### src/common/ramio_pkg.sv
// ramio shared definitions
// bus widths, i/o map, ram depth, uart bit period and fsm state encodings

package ramio_pkg;

  // client bus and ram data
  typedef logic [31:0] word_t;
  typedef logic [31:0] addr_t;
  typedef logic [7:0]  byte_t;
  typedef logic [3:0]  byte_en_t;

  // active low, 0 lights the led
  typedef logic [3:0]  led_t;

  // bit 2 = sign extend, bits 1:0 = size (1 byte, 2 half, 3 word), 0 = no read
  typedef logic [2:0]  read_type_t;
  // 0 = no write, 1 byte, 2 half, 3 word
  typedef logic [1:0]  write_type_t;

  // ------------------------------------------------------------------------
  // i/o map, everything from io_base upwards is i/o
  localparam addr_t addr_led      = 32'hffff_fffc;
  localparam addr_t addr_uart_out = 32'hffff_fff8;
  localparam addr_t addr_uart_in  = 32'hffff_fff4;
  localparam addr_t io_base       = 32'hffff_fff4;

  // word ram, index from address bits 9:2
  localparam int ram_words = 256;
  typedef logic [$clog2(ram_words)-1:0] ram_index_t;

  // uart bit period in clock cycles
  localparam int clks_per_bit = 16;

  // value of an idle or empty mailbox
  localparam word_t mailbox_empty = '1;

  // ------------------------------------------------------------------------
  typedef enum logic [2:0] {tx_idle, tx_start, tx_data, tx_stop, tx_done} tx_state_t;
  typedef enum logic [2:0] {rx_idle, rx_start, rx_data, rx_stop, rx_full} rx_state_t;

endpackage

### src/uart/baud_timer.sv
// baud_timer
// bit period counter giving one tick per clks_per_bit cycles while run is held
// start_at_half puts the first tick at mid-bit
`timescale 1ns/1ps

module baud_timer #(
  parameter bit start_at_half = 1'b0
) (
  input  logic clk,
  input  logic rst_n,
  input  logic run,
  output logic tick
);

  typedef logic [$clog2(ramio_pkg::clks_per_bit)-1:0] count_t;

  count_t count;

  // tick in the last cycle of each bit period
  assign tick = run && (count == '0);

  // count down to zero and reload a full period
  always_ff @(posedge clk) begin
    if (!rst_n || !run) begin
      count <= start_at_half ? count_t'(ramio_pkg::clks_per_bit / 2 - 1)
                             : count_t'(ramio_pkg::clks_per_bit - 1);
    end else if (count == '0) begin
      count <= count_t'(ramio_pkg::clks_per_bit - 1);
    end else begin
      count <= count - 1'b1;
    end
  end

endmodule

### src/uart/uart_tx.sv
// uart_tx
// 8n1 transmitter, lsb first, go/busy handshake
`timescale 1ns/1ps

module uart_tx (
  input  logic             clk,
  input  logic             rst_n,
  input  logic             go,
  input  ramio_pkg::byte_t data,
  output logic             busy,
  output logic             tx
);

  ramio_pkg::tx_state_t state;
  ramio_pkg::byte_t     shreg;
  logic [2:0]           bit_idx;
  logic                 tick;

  baud_timer #(.start_at_half(1'b0)) timer0 (
    .clk,
    .rst_n,
    .run  (state inside {ramio_pkg::tx_start, ramio_pkg::tx_data, ramio_pkg::tx_stop}),
    .tick
  );

  // busy as soon as go is seen, low again in tx_done
  assign busy = (state == ramio_pkg::tx_idle) ? go : (state != ramio_pkg::tx_done);

  always_ff @(posedge clk) begin
    if (!rst_n) begin
      state   <= ramio_pkg::tx_idle;
      tx      <= 1'b1;
      bit_idx <= '0;
    end else begin
      unique case (state)
        ramio_pkg::tx_idle: if (go) begin
          shreg <= data;
          tx    <= 1'b0;
          state <= ramio_pkg::tx_start;
        end
        // start bit done, first data bit out
        ramio_pkg::tx_start: if (tick) begin
          tx      <= shreg[0];
          shreg   <= {1'b1, shreg[7:1]};
          bit_idx <= '0;
          state   <= ramio_pkg::tx_data;
        end
        ramio_pkg::tx_data: if (tick) begin
          if (bit_idx == 3'd7) begin
            tx    <= 1'b1;
            state <= ramio_pkg::tx_stop;
          end else begin
            tx      <= shreg[0];
            shreg   <= {1'b1, shreg[7:1]};
            bit_idx <= bit_idx + 3'd1;
          end
        end
        ramio_pkg::tx_stop: if (tick) state <= ramio_pkg::tx_done;
        // hold until the sender drops go
        ramio_pkg::tx_done: if (!go) state <= ramio_pkg::tx_idle;
        default: state <= ramio_pkg::tx_idle;
      endcase
    end
  end

  a_idle_line_high: assert property (@(posedge clk) disable iff (!rst_n)
    state == ramio_pkg::tx_idle |-> tx);

endmodule
### config.mk
export PLATFORM = sky130hd
export DESIGN_NAME = uart_tx
export DESIGN_NICKNAME = d
export VERILOG_FILES = /design/src/common/ramio_pkg.sv /design/src/uart/baud_timer.sv /design/src/uart/uart_tx.sv
export SDC_FILE = /design/constraint.sdc
export NUM_CORES = 1
export LEC_CHECK = 0
export ABC_AREA = 1
export BUFFER_PORTS_ARGS = -buffer_cell sky130_fd_sc_hd__buf_2
export CELL_PAD_IN_SITES_DETAIL_PLACEMENT = 0
export CELL_PAD_IN_SITES_GLOBAL_PLACEMENT = 2
export CORE_MARGIN = 2
export CORE_UTILIZATION = 34
export CTS_CLUSTER_DIAMETER = 100
export DETAILED_ROUTE_END_ITERATION = 10
export GPL_TIMING_DRIVEN = 0
export PLACE_DENSITY = 0.79
export SYNTH_ARGS = -nofsm -noshare
export SYNTH_HDL_FRONTEND = slang
export SYNTH_SLANG_ARGS = --single-unit
export TNS_END_PERCENT = 5
### constraint.sdc
create_clock -name clk -period 6.1 [get_ports clk]
set_clock_uncertainty 0.1 [all_clocks]
set_input_delay 0.305 -clock clk [delete_from_list [all_inputs] [get_ports clk]]
set_output_delay 0.305 -clock clk [all_outputs]
set_load 0.01 [all_outputs]
==> reports/qor.csv <==
stage,metric,value,unit
run_status,status,finished clean,
logic_synthesis,synth_cells,126,
clock_network,post_cts_resized,0,
logic_synthesis,synth.cell_area,977.2,um^2
cells_and_area,area.growth.synth_to_final,12.80,%
detailed_routing,vias_per_cell,4.486,
floorplanning,io-pin-count,13,
grt,grt_start_max_net_pins,11,
clock_network,cts-hold-fix-buffers,0,
pwr,design_power,443.7,uW
grt,groute.layer.met1.usage,19.24,%
pwr,pwr-share-comb,42.3,%
placed_design,finalWeightedCongestion,0.7331,
logic_synthesis,synth-warning-count,0,
clock_network,cts_htree_levels,1,
placed_design,hpwlAfterDp,1350,um
timing,max_clock_freq,420.2,MHz
cells_and_area,multi_input_area,447.9,um^2
timing,setup_violations,0,
timing,finalWorstPathRequiredPeriod,2380,ps
timing,finalHoldViolations,0,
logic_synthesis,sequential_share_of_the_synthesized_area,47.12,%
detailed_routing,route.antenna.remaining_nets,0,
clock_network,clk_pin_slew_worst_paths,110,ps
clock_network,clock_sink_count,19,
pwr,power.clock.fraction,14.1,%
critical_path,worst_ep_arrival_time,2200,ps
clock_network,clock_tree.buffer_depth,2,
timing,slew_headroom,27.87,%
floorplanning,die-height,57.61,um
detailed_routing,vias,776,
clock_network,tritoncts_clock_tree,yes,
pwr,power.sequential.fraction,43.6,%
pwr,ir_drop,0.1928,mV
timing,holdWs,166.7,ps
critical_path,critical_path.max_fanout,8,
job,max_cap_violations,0,
floorplanning,design.core.area,2734,um^2
placed_design,buffer_ports.inserted,12,
logic_synthesis,synth_top_area_share,24.58,%
pwr,netSwitchingPower,174.4,uW
clock_network,clockRootBuffer,sky130_fd_sc_hd__clkbuf_4,
timing,worst_pin_slew,1074,ps
cells_and_area,finish.instance_area,1102,um^2
pwr,sw_frac_of_total,39.31,%
detailed_routing,drt-initial-drc-count,21,
logic_synthesis,synth.area.top_cells,"sky130_fd_sc_hd__edfxtp_1, sky130_fd_sc_hd__dfxtp_1, sky130_fd_sc_hd__nand2_1",
grt,global_route.overflow_total,0,
floorplanning,std_cell_rows,19,
cells_and_area,layout_commonest_cell,sky130_fd_sc_hd__nand2_1,
clock_network,cts_post_setup_buffers_inserted,0,
pwr,power_density,402.5,nW/um^2
critical_path,critical_path_class,register to register,
detailed_routing,route.detailed.wl_per_inst,10.28,um
grt,gr-usage-met2,19.81,%
detailed_routing,drt-pass1-iter-count,4,
floorplanning,chipWidth,57.61,um
critical_path,worst_ep_required_time,5920,ps
grt,global_route.peak_usage_layer,met2,
floorplanning,floorplan.initialDensity,35.74,%
clock_network,clkLatencyLatePin,290,ps
cells_and_area,finalNetCount,158,
logic_synthesis,synth_area_per_cell,7.755,um^2
timing,setup_tns_final,0,ps
grt,grt_pass1_vias,782,
cells_and_area,fill_cell_total_of_the_finished_layout,298,
detailed_routing,detail_route.drc_violations,0,
timing,min_period_over_period,39.01,%
logic_synthesis,ys_types,24,
pwr,cellLeakagePower,0.5388,nW
min_path,holdCritPathClass,input port to register,
grt,number_of_antenna_violations_at_the_first_check_in_global_routing,0,
critical_path,timing.critical_path.to_type,register,
logic_synthesis,ys_seq_elements,19,
timing,rsz0062_at_grt,false,
placed_design,placed_cell_area,1076,um^2
pwr,p_int,269.2,uW
cells_and_area,seq_area,460.4,um^2
cells_and_area,count_of_inserted_antenna_diode_cells,0,
grt,gr-usage-all-layers,13.35,%
clock_network,tritoncts.num_buffers,3,
logic_synthesis,synth_largest_area_cell,sky130_fd_sc_hd__edfxtp_1,
critical_path,startpoint_type,register,
grt,first_pass_grt_wire_length,3415,um
cells_and_area,post_route_cells_drive_above_1_share,18.31,%
cells_and_area,finalCoreUtilization,40.32,%
grt,global_route.usage.met3,2.679,%
logic_synthesis,synth.net_count,141,
floorplanning,design.die.area,3319,um^2
detailed_routing,wl,1779,um
cells_and_area,layout_common_cells,"sky130_fd_sc_hd__nand2_1, sky130_fd_sc_hd__nor2_1, sky130_fd_sc_hd__buf_2",
timing,slew_violations,0,
-- cells in the mapped netlist (all sizes together) --
library cell	number
a21oi	2
and2	1
buf	3
dfxtp	11
edfxtp	8
ha	4
inv	12
nand2	48
nand3	8
nand3b	1
nor2	17
nor3	2
nor4	1
o211ai	1
o21a	2
o21ai	2
or2	1
xnor2	2
-- kinds of logic after synthesis --
family / count (synthesis) / share of synthesized area (%)
simple gates: 79 / 34.57
flops: 19 / 47.12
fa+ha+maj: 4 / 5.122
xor+xnor: 2 / 1.793
buf+inv: 15 / 7.042
compound gates: 7 / 4.353
-- area by class of cell --
cell class | instances | share of cell area [%]
sequential | 19 | 41.77
tap | 31 | 3.519
timing repair buffer | 12 | 5.448
clock buffer | 4 | 2.384
multi-input combinational | 92 | 40.64
inverter | 12 | 4.086
buffer | 3 | 2.157
-- worst paths after layout --
path | start | to | slack (ps) | cells after the start
setup / recovery | timer0.count[0]$_SDFF_PP1_ | shreg[7]$_SDFFCE_PN1P_ | 3720 | 7
hold reg to reg | timer0.count[0]$_SDFF_PP1_ | timer0.count[0]$_SDFF_PP1_ | 320 | 1
hold / removal | data[4] | shreg[4]$_DFFE_PP_ | 170 | 3
setup reg to reg | timer0.count[0]$_SDFF_PP1_ | shreg[7]$_SDFFCE_PN1P_ | 3720 | 7
-- power groups by stage --
stage          combinational [mW]  clock, mW  sequential, mW
4_1_cts                     0.191     0.0659           0.194
5_1_grt                     0.224     0.0726           0.198
2_1_floorplan               0.145          0           0.195
3_3_place_gp                0.187          0           0.196
6_report                    0.188     0.0625           0.193
3_5_place_dp                0.190          0           0.196
-- worst max-delay path, stage by stage (launching register included) --
cell and delay [ps]:
sky130_fd_sc_hd__dfxtp_1 330, sky130_fd_sc_hd__inv_1 80, sky130_fd_sc_hd__ha_1 140, sky130_fd_sc_hd__nand2_1 120, sky130_fd_sc_hd__nand3_1 110, sky130_fd_sc_hd__and2_1 170, sky130_fd_sc_hd__nand3_1 120, sky130_fd_sc_hd__nor3_1 840
-- routing by layer --
metal | share of wire [%] | vias up
met2 | 44 | 9
met3 | 3.0 | 2
li1 | - | 429
met4 | 0.73 | 0
met5 | 0 | -
met1 | 53 | 336
-- stage by stage --
stage	instances	worst slack, ps
floorplan	126	4112
global placement	169	3675
detailed placement	169	3665
CTS	173	3644
global route	173	3434
finish	173	3720
-- flip-flops by register name (all words and copies together) (netlist names) --
name          count
state             3
timer0.count      4
shreg             8
bit_idx           3
tx                1
(Power assumes the default switching activity.)
