## src/common/ramio_pkg.sv

```systemverilog
// ramio shared definitions
// bus widths, i/o map, ram depth, uart bit period and fsm state encodings

package ramio_pkg;

  // client bus and ram data
  typedef logic [31:0] word_t;
  typedef logic [31:0] addr_t;
  typedef logic [7:0]  byte_t;
  typedef logic [3:0]  byte_en_t;

  // active low, 0 lights the led
  typedef logic [3:0]  led_t;

  // bit 2 = sign extend, bits 1:0 = size (1 byte, 2 half, 3 word), 0 = no read
  typedef logic [2:0]  read_type_t;
  // 0 = no write, 1 byte, 2 half, 3 word
  typedef logic [1:0]  write_type_t;

  // ------------------------------------------------------------------------
  // i/o map, everything from io_base upwards is i/o
  localparam addr_t addr_led      = 32'hffff_fffc;
  localparam addr_t addr_uart_out = 32'hffff_fff8;
  localparam addr_t addr_uart_in  = 32'hffff_fff4;
  localparam addr_t io_base       = 32'hffff_fff4;

  // word ram, index from address bits 9:2
  localparam int ram_words = 256;
  typedef logic [$clog2(ram_words)-1:0] ram_index_t;

  // uart bit period in clock cycles
  localparam int clks_per_bit = 16;

  // value of an idle or empty mailbox
  localparam word_t mailbox_empty = '1;

  // ------------------------------------------------------------------------
  typedef enum logic [2:0] {tx_idle, tx_start, tx_data, tx_stop, tx_done} tx_state_t;
  typedef enum logic [2:0] {rx_idle, rx_start, rx_data, rx_stop, rx_full} rx_state_t;

endpackage

```

## src/uart/baud_timer.sv

```systemverilog
// baud_timer
// bit period counter giving one tick per clks_per_bit cycles while run is held
// start_at_half puts the first tick at mid-bit
`timescale 1ns/1ps

module baud_timer #(
  parameter bit start_at_half = 1'b0
) (
  input  logic clk,
  input  logic rst_n,
  input  logic run,
  output logic tick
);

  typedef logic [$clog2(ramio_pkg::clks_per_bit)-1:0] count_t;

  count_t count;

  // tick in the last cycle of each bit period
  assign tick = run && (count == '0);

  // count down to zero and reload a full period
  always_ff @(posedge clk) begin
    if (!rst_n || !run) begin
      count <= start_at_half ? count_t'(ramio_pkg::clks_per_bit / 2 - 1)
                             : count_t'(ramio_pkg::clks_per_bit - 1);
    end else if (count == '0) begin
      count <= count_t'(ramio_pkg::clks_per_bit - 1);
    end else begin
      count <= count - 1'b1;
    end
  end

endmodule

```

## src/uart/uart_rx.sv

```systemverilog
// uart_rx
// 8n1 receiver, mid-bit sampling, go/data_ready handshake
// frames with a bad stop bit are dropped
`timescale 1ns/1ps

module uart_rx (
  input  logic             clk,
  input  logic             rst_n,
  input  logic             go,
  input  logic             rx,
  output ramio_pkg::byte_t data,
  output logic             data_ready
);

  ramio_pkg::rx_state_t state;
  ramio_pkg::byte_t     shreg;
  logic [2:0]           bit_idx;
  logic                 rx_meta;
  logic                 rx_sync;
  logic                 rx_last;
  logic                 tick;

  // two flop synchronizer plus edge history
  always_ff @(posedge clk) begin
    if (!rst_n) begin
      rx_meta <= 1'b1;
      rx_sync <= 1'b1;
      rx_last <= 1'b1;
    end else begin
      rx_meta <= rx;
      rx_sync <= rx_meta;
      rx_last <= rx_sync;
    end
  end

  // first tick lands mid start bit
  baud_timer #(.start_at_half(1'b1)) timer0 (
    .clk,
    .rst_n,
    .run  (state inside {ramio_pkg::rx_start, ramio_pkg::rx_data, ramio_pkg::rx_stop}),
    .tick
  );

  assign data       = shreg;
  assign data_ready = state == ramio_pkg::rx_full;

  always_ff @(posedge clk) begin
    if (!rst_n) begin
      state   <= ramio_pkg::rx_idle;
      bit_idx <= '0;
    end else begin
      unique case (state)
        // falling edge on the line
        ramio_pkg::rx_idle: if (go && rx_last && !rx_sync) state <= ramio_pkg::rx_start;
        // still low at mid-bit, else a glitch
        ramio_pkg::rx_start: if (tick) begin
          bit_idx <= '0;
          state   <= rx_sync ? ramio_pkg::rx_idle : ramio_pkg::rx_data;
        end
        ramio_pkg::rx_data: if (tick) begin
          shreg <= {rx_sync, shreg[7:1]};
          if (bit_idx == 3'd7) state <= ramio_pkg::rx_stop;
          else                 bit_idx <= bit_idx + 3'd1;
        end
        // framing error drops the byte
        ramio_pkg::rx_stop: if (tick) begin
          state <= rx_sync ? ramio_pkg::rx_full : ramio_pkg::rx_idle;
        end
        // go low is the ack
        ramio_pkg::rx_full: if (!go) state <= ramio_pkg::rx_idle;
        default: state <= ramio_pkg::rx_idle;
      endcase
    end
  end

endmodule

```

## config.mk

```make
export PLATFORM = sky130hd
export DESIGN_NAME = uart_rx
export DESIGN_NICKNAME = d
export VERILOG_FILES = /design/src/common/ramio_pkg.sv /design/src/uart/baud_timer.sv /design/src/uart/uart_rx.sv
export SDC_FILE = /design/constraint.sdc
export NUM_CORES = 1
export LEC_CHECK = 0
export BUFFER_PORTS_ARGS = -buffer_cell sky130_fd_sc_hd__buf_2
export CAP_MARGIN = 25
export CORE_AREA = 8 8 52 54
export CTS_BUF_LIST = sky130_fd_sc_hd__clkbuf_8
export CTS_CLUSTER_DIAMETER = 30
export DETAILED_ROUTE_END_ITERATION = 10
export DIE_AREA = 0 0 60 62
export PLACE_DENSITY_LB_ADDON = 0.08
export SLEW_MARGIN = 10
export SYNTH_ARGS = -nofsm -noshare
export SYNTH_HDL_FRONTEND = slang
export SYNTH_HIERARCHICAL = 1
export SYNTH_SLANG_ARGS = --single-unit
```

## constraint.sdc

```tcl
create_clock -name clk -period 2.1 [get_ports clk]
set_input_delay 0.21 -clock clk [delete_from_list [all_inputs] [get_ports clk]]
set_output_delay 0.21 -clock clk [all_outputs]
set_load 0.01 [all_outputs]
```

==> impl_metrics.csv <==
group,metric,value,unit
outcome,status,"finished, final reports clean",
clock_tree,cts_buffers,3,
route,first_pass_iters,4,
place,portBuffers,12,
timing,finalHoldViolations,0,
clock_tree,cts_buffer_depth,2,
floorplanning,rows,16,
timing,rsz0062_at_grt,"false",
global_route,grt_start_max_net_pins,14,
route,drtIter0Drc,11,
timing,finalSetupViolCount,0,
route,final_antenna_net_count,0,
synthesis,synth_top_area_cell,"dfxtp_1",
global_route,antenna_found_initial,0,
synthesis,yosysSeqAreaShare,54.3,%
clock_tree,clk_pin_slew,0.08,ns
place,post-place-ws,0.262,ns
final_layout,area_growth,13.0,%
critical_path,cpPeakStageDelay,0.56,ns
clock_tree,clock_latency,0.26,ns
timing,relSlewSlack,74.6,%
timing,fin_crit,1.90,ns
timing,fin_skew,0.00600,ns
synthesis,synth_fp_nets,89,
synthesis,synth_top_area_share,28.3,%
synthesis,synthTopCellsByArea,"dfxtp_1 (28%), edfxtp_1 (26%), a21boi_1 (4.1%), ha_1 (4.1%), nand2_1 (3.7%)",
critical_path,reg2reg_slack,0.20,ns
critical_path,crit_required,2.30,ns
timing,worstMarginPinSlew,0.380,ns
clock_tree,cts-root-buf,"clkbuf_8",
timing,fin_crit_sh,90.6,%
timing,tns,0,ns
synthesis,synth_area_per_cell,11.2,um2
power,switching_power,0.150,mW
critical_path,reg2reg_from,"state[0]",
clock_tree,cts_max_level,1,
synthesis,post_synth_num_cell_types,32,
final_layout,nFillCells,169,
synthesis,synth_simple_gate_area_share,21.3,%
clock_tree,cts_resized,0,
timing,setup_ws,0.197,ns
clock_tree,hold_buffers,0,
power,p_leak,0.435,nW
global_route,grt_pass1_vias,650,
floorplanning,die-width,60,um
critical_path,arrival,2.10,ns
floorplanning,dieHeight,62,um
critical_path,cp-end-kind,"register",
run,max_cap_viol_count,0,
route,drcViolationCount,0,
critical_path,cp_max_fo,10,
final_layout,antenna_cells,0,
power,power,0.715,mW
critical_path,rr_endpoint,"bit_idx[0]",
global_route,grt-ovfl-total,0,
route,viasPerCell,5.18,
floorplanning,die_area,3720,um2
clock_tree,cts_tree,"built",
critical_path,worstPathCellList,"nor2_1 > nor2_1 > and3_2 > and2b_1 > o21ai_1 > or3b_1 > a21boi_1",
global_route,globalRouteTotalUtil,10.7,%
power,power_density,687,nW/um2
critical_path,cpMostUsedCell,"nor2_1",
synthesis,synth_top_family_by_area,"simple AND/OR/NAND/NOR gates",
floorplanning,io_pins,13,
synthesis,synth_edf_count,8,
floorplanning,coreArea,1900,um2
place,dp_hpwl,1150,um
synthesis,synth-compound-area-share,16.2,%
clock_tree,post_cts_buffers,0,
power,comb_power_share,2.5,%
route,routedWlPerCell,13.4,um
synthesis,synth_cells,82,
synthesis,synthMuxAreaShare,0,%
global_route,grt_pass1_wl,2950,um
critical_path,reg2reg_depth,7,
final_layout,nets,103,
place,gp_congestion,0.810,
critical_path,critPathKind,"reg -> reg",
timing,slew_violations,0,
power,swShare,20.9,%
synthesis,ys_ff_latch,21,
synthesis,synth-async-reset-ratio,0,%
timing,max_freq,0.525,GHz
floorplanning,initial_utilization,48.4,%
critical_path,endpoint,"bit_idx[0]",
power,ir_worst_vdd,0.515,mV
synthesis,yosys_warnings,6,
synthesis,synth_fa_ha_area_share,4.08,%
power,p_clk_share,37.8,%
synthesis,synth_xor_xnor_area_share,0,%
critical_path,critPathLaunch,"state[0]",
critical_path,slowest_stage,"dfxtp_1",
worst_hold_path,min_path_type,"in -> reg",
clock_tree,cts.sinks,21,
route,routed_wirelength,1640,um
critical_path,crit_path_start_kind,"register",
power,seqPwrFrac,59.7,%
synthesis,syn_area,921,um2
route,vias,632,
power,cell_internal_pwr,0.565,mW
synthesis,synth_top_flop_cell,"dfxtp_1",
final_layout,drive_above_1_share,22.1,%
## sequential cells by signal, summed over array words and instances (netlist names)
register	flops
bit_idx	3
data	8
rx_last	1
rx_meta	1
rx_sync	1
state	3
timer0/count	4
## power groups by stage
stage | Combinational (mW) | Clock, mW | Sequential (mW)
after floorplan | 0.0147 | 0 | 0.434
after global placement | 0.0172 | 0 | 0.436
after detailed placement | 0.0176 | 0 | 0.436
after CTS | 0.0178 | 0.277 | 0.427
after global routing | 0.0199 | 0.296 | 0.428
final | 0.0176 | 0.270 | 0.427
## logic make-up (layout without fill, tap and decap cells)
| family | count (synthesis) | count (layout) |
|---|---|---|
| and+or+nand+nor | 31 | 31 |
| DFF | 21 | 21 |
| AOI/OAI and AO/OA | 20 | 20 |
| buffers and inverters | 7 | 20 |
| adders and majority gates | 3 | 3 |
## final cells by class
type	count	area [um2]	share of cell area [%]
Sequential cell	21	500	48.1
Multi-Input combinational cell	54	383	36.8
Timing Repair Buffer	12	60.1	5.77
Clock buffer	3	41.3	3.97
Tap cell	27	33.8	3.25
Inverter	4	15.0	1.44
Clock inverter	1	7.51	0.721
## cells in the mapped netlist, types with 2 or more instances
| cell type | count |
|---|---|
| a21oi_1 | 5 |
| inv_1 | 4 |
| or3b_1 | 2 |
| nand2b_1 | 3 |
| a21boi_1 | 5 |
| o2111ai_1 | 2 |
| dfxtp_1 | 13 |
| nor2_1 | 4 |
| ha_1 | 3 |
| edfxtp_1 | 8 |
| nor2b_1 | 3 |
| nand2_1 | 9 |
| and2b_1 | 2 |
## cell usage in the layout, fill, tap and decap left out, drive strengths merged, types with 2 or more instances in the layout
| cell type | count |
|---|---|
| clkbuf | 3 |
| o2111ai | 2 |
| inv | 4 |
| and2b | 2 |
| edfxtp | 8 |
| buf | 12 |
| nor2 | 4 |
| ha | 3 |
| nand2 | 9 |
| a21boi | 5 |
| dfxtp | 13 |
| a21oi | 5 |
| and3 | 2 |
| o21ai | 2 |
| or3b | 2 |
| nor2b | 3 |
| nand2b | 3 |
## worst max-delay path, delay by kind of cell (launching register included)
| kind | cells | cell delay (ns) |
|---|---|---|
| AO/OA/AOI/OAI | 2 | 0.26 |
| AND/OR/NAND/NOR | 5 | 1.02 |
| flip-flops | 1 | 0.56 |
## through the flow
step / hold WS [ns] / utilization (%) / cell area, um2 / cells
after global placement: 0.398 / 52.2 / 992 / 118
final: 0.134 / 54.7 / 1040 / 122
after CTS: 0.138 / 54.7 / 1040 / 122
after detailed placement: 0.406 / 52.2 / 992 / 118
after global routing: 0.141 / 54.7 / 1040 / 122
after floorplan: 0.311 / - / 921 / 82
## how the worst min path moves through the flow
stage,start,endpoint,depth (start not counted)
2_1_floorplan,rx,rx_meta,1
3_3_place_gp,timer0/count[0],timer0/count[0],1
3_5_place_dp,timer0/count[0],timer0/count[0],1
4_1_cts,rx,rx_meta,2
5_1_grt,rx,rx_meta,2
6_report,rx,rx_meta,2
## per-layer routing
metal / up-vias / part of all wire [%] / GRT usage (%)
li1: 323 / - / -
met1: 299 / 47 / 12.5
met2: 8 / 46 / 17.2
met3: 2 / 4.4 / 3.50
met4: 0 / 1.7 / 5.10
met5: - / 0 / 0
No activity file was read; power rests on OpenSTA's default activity.
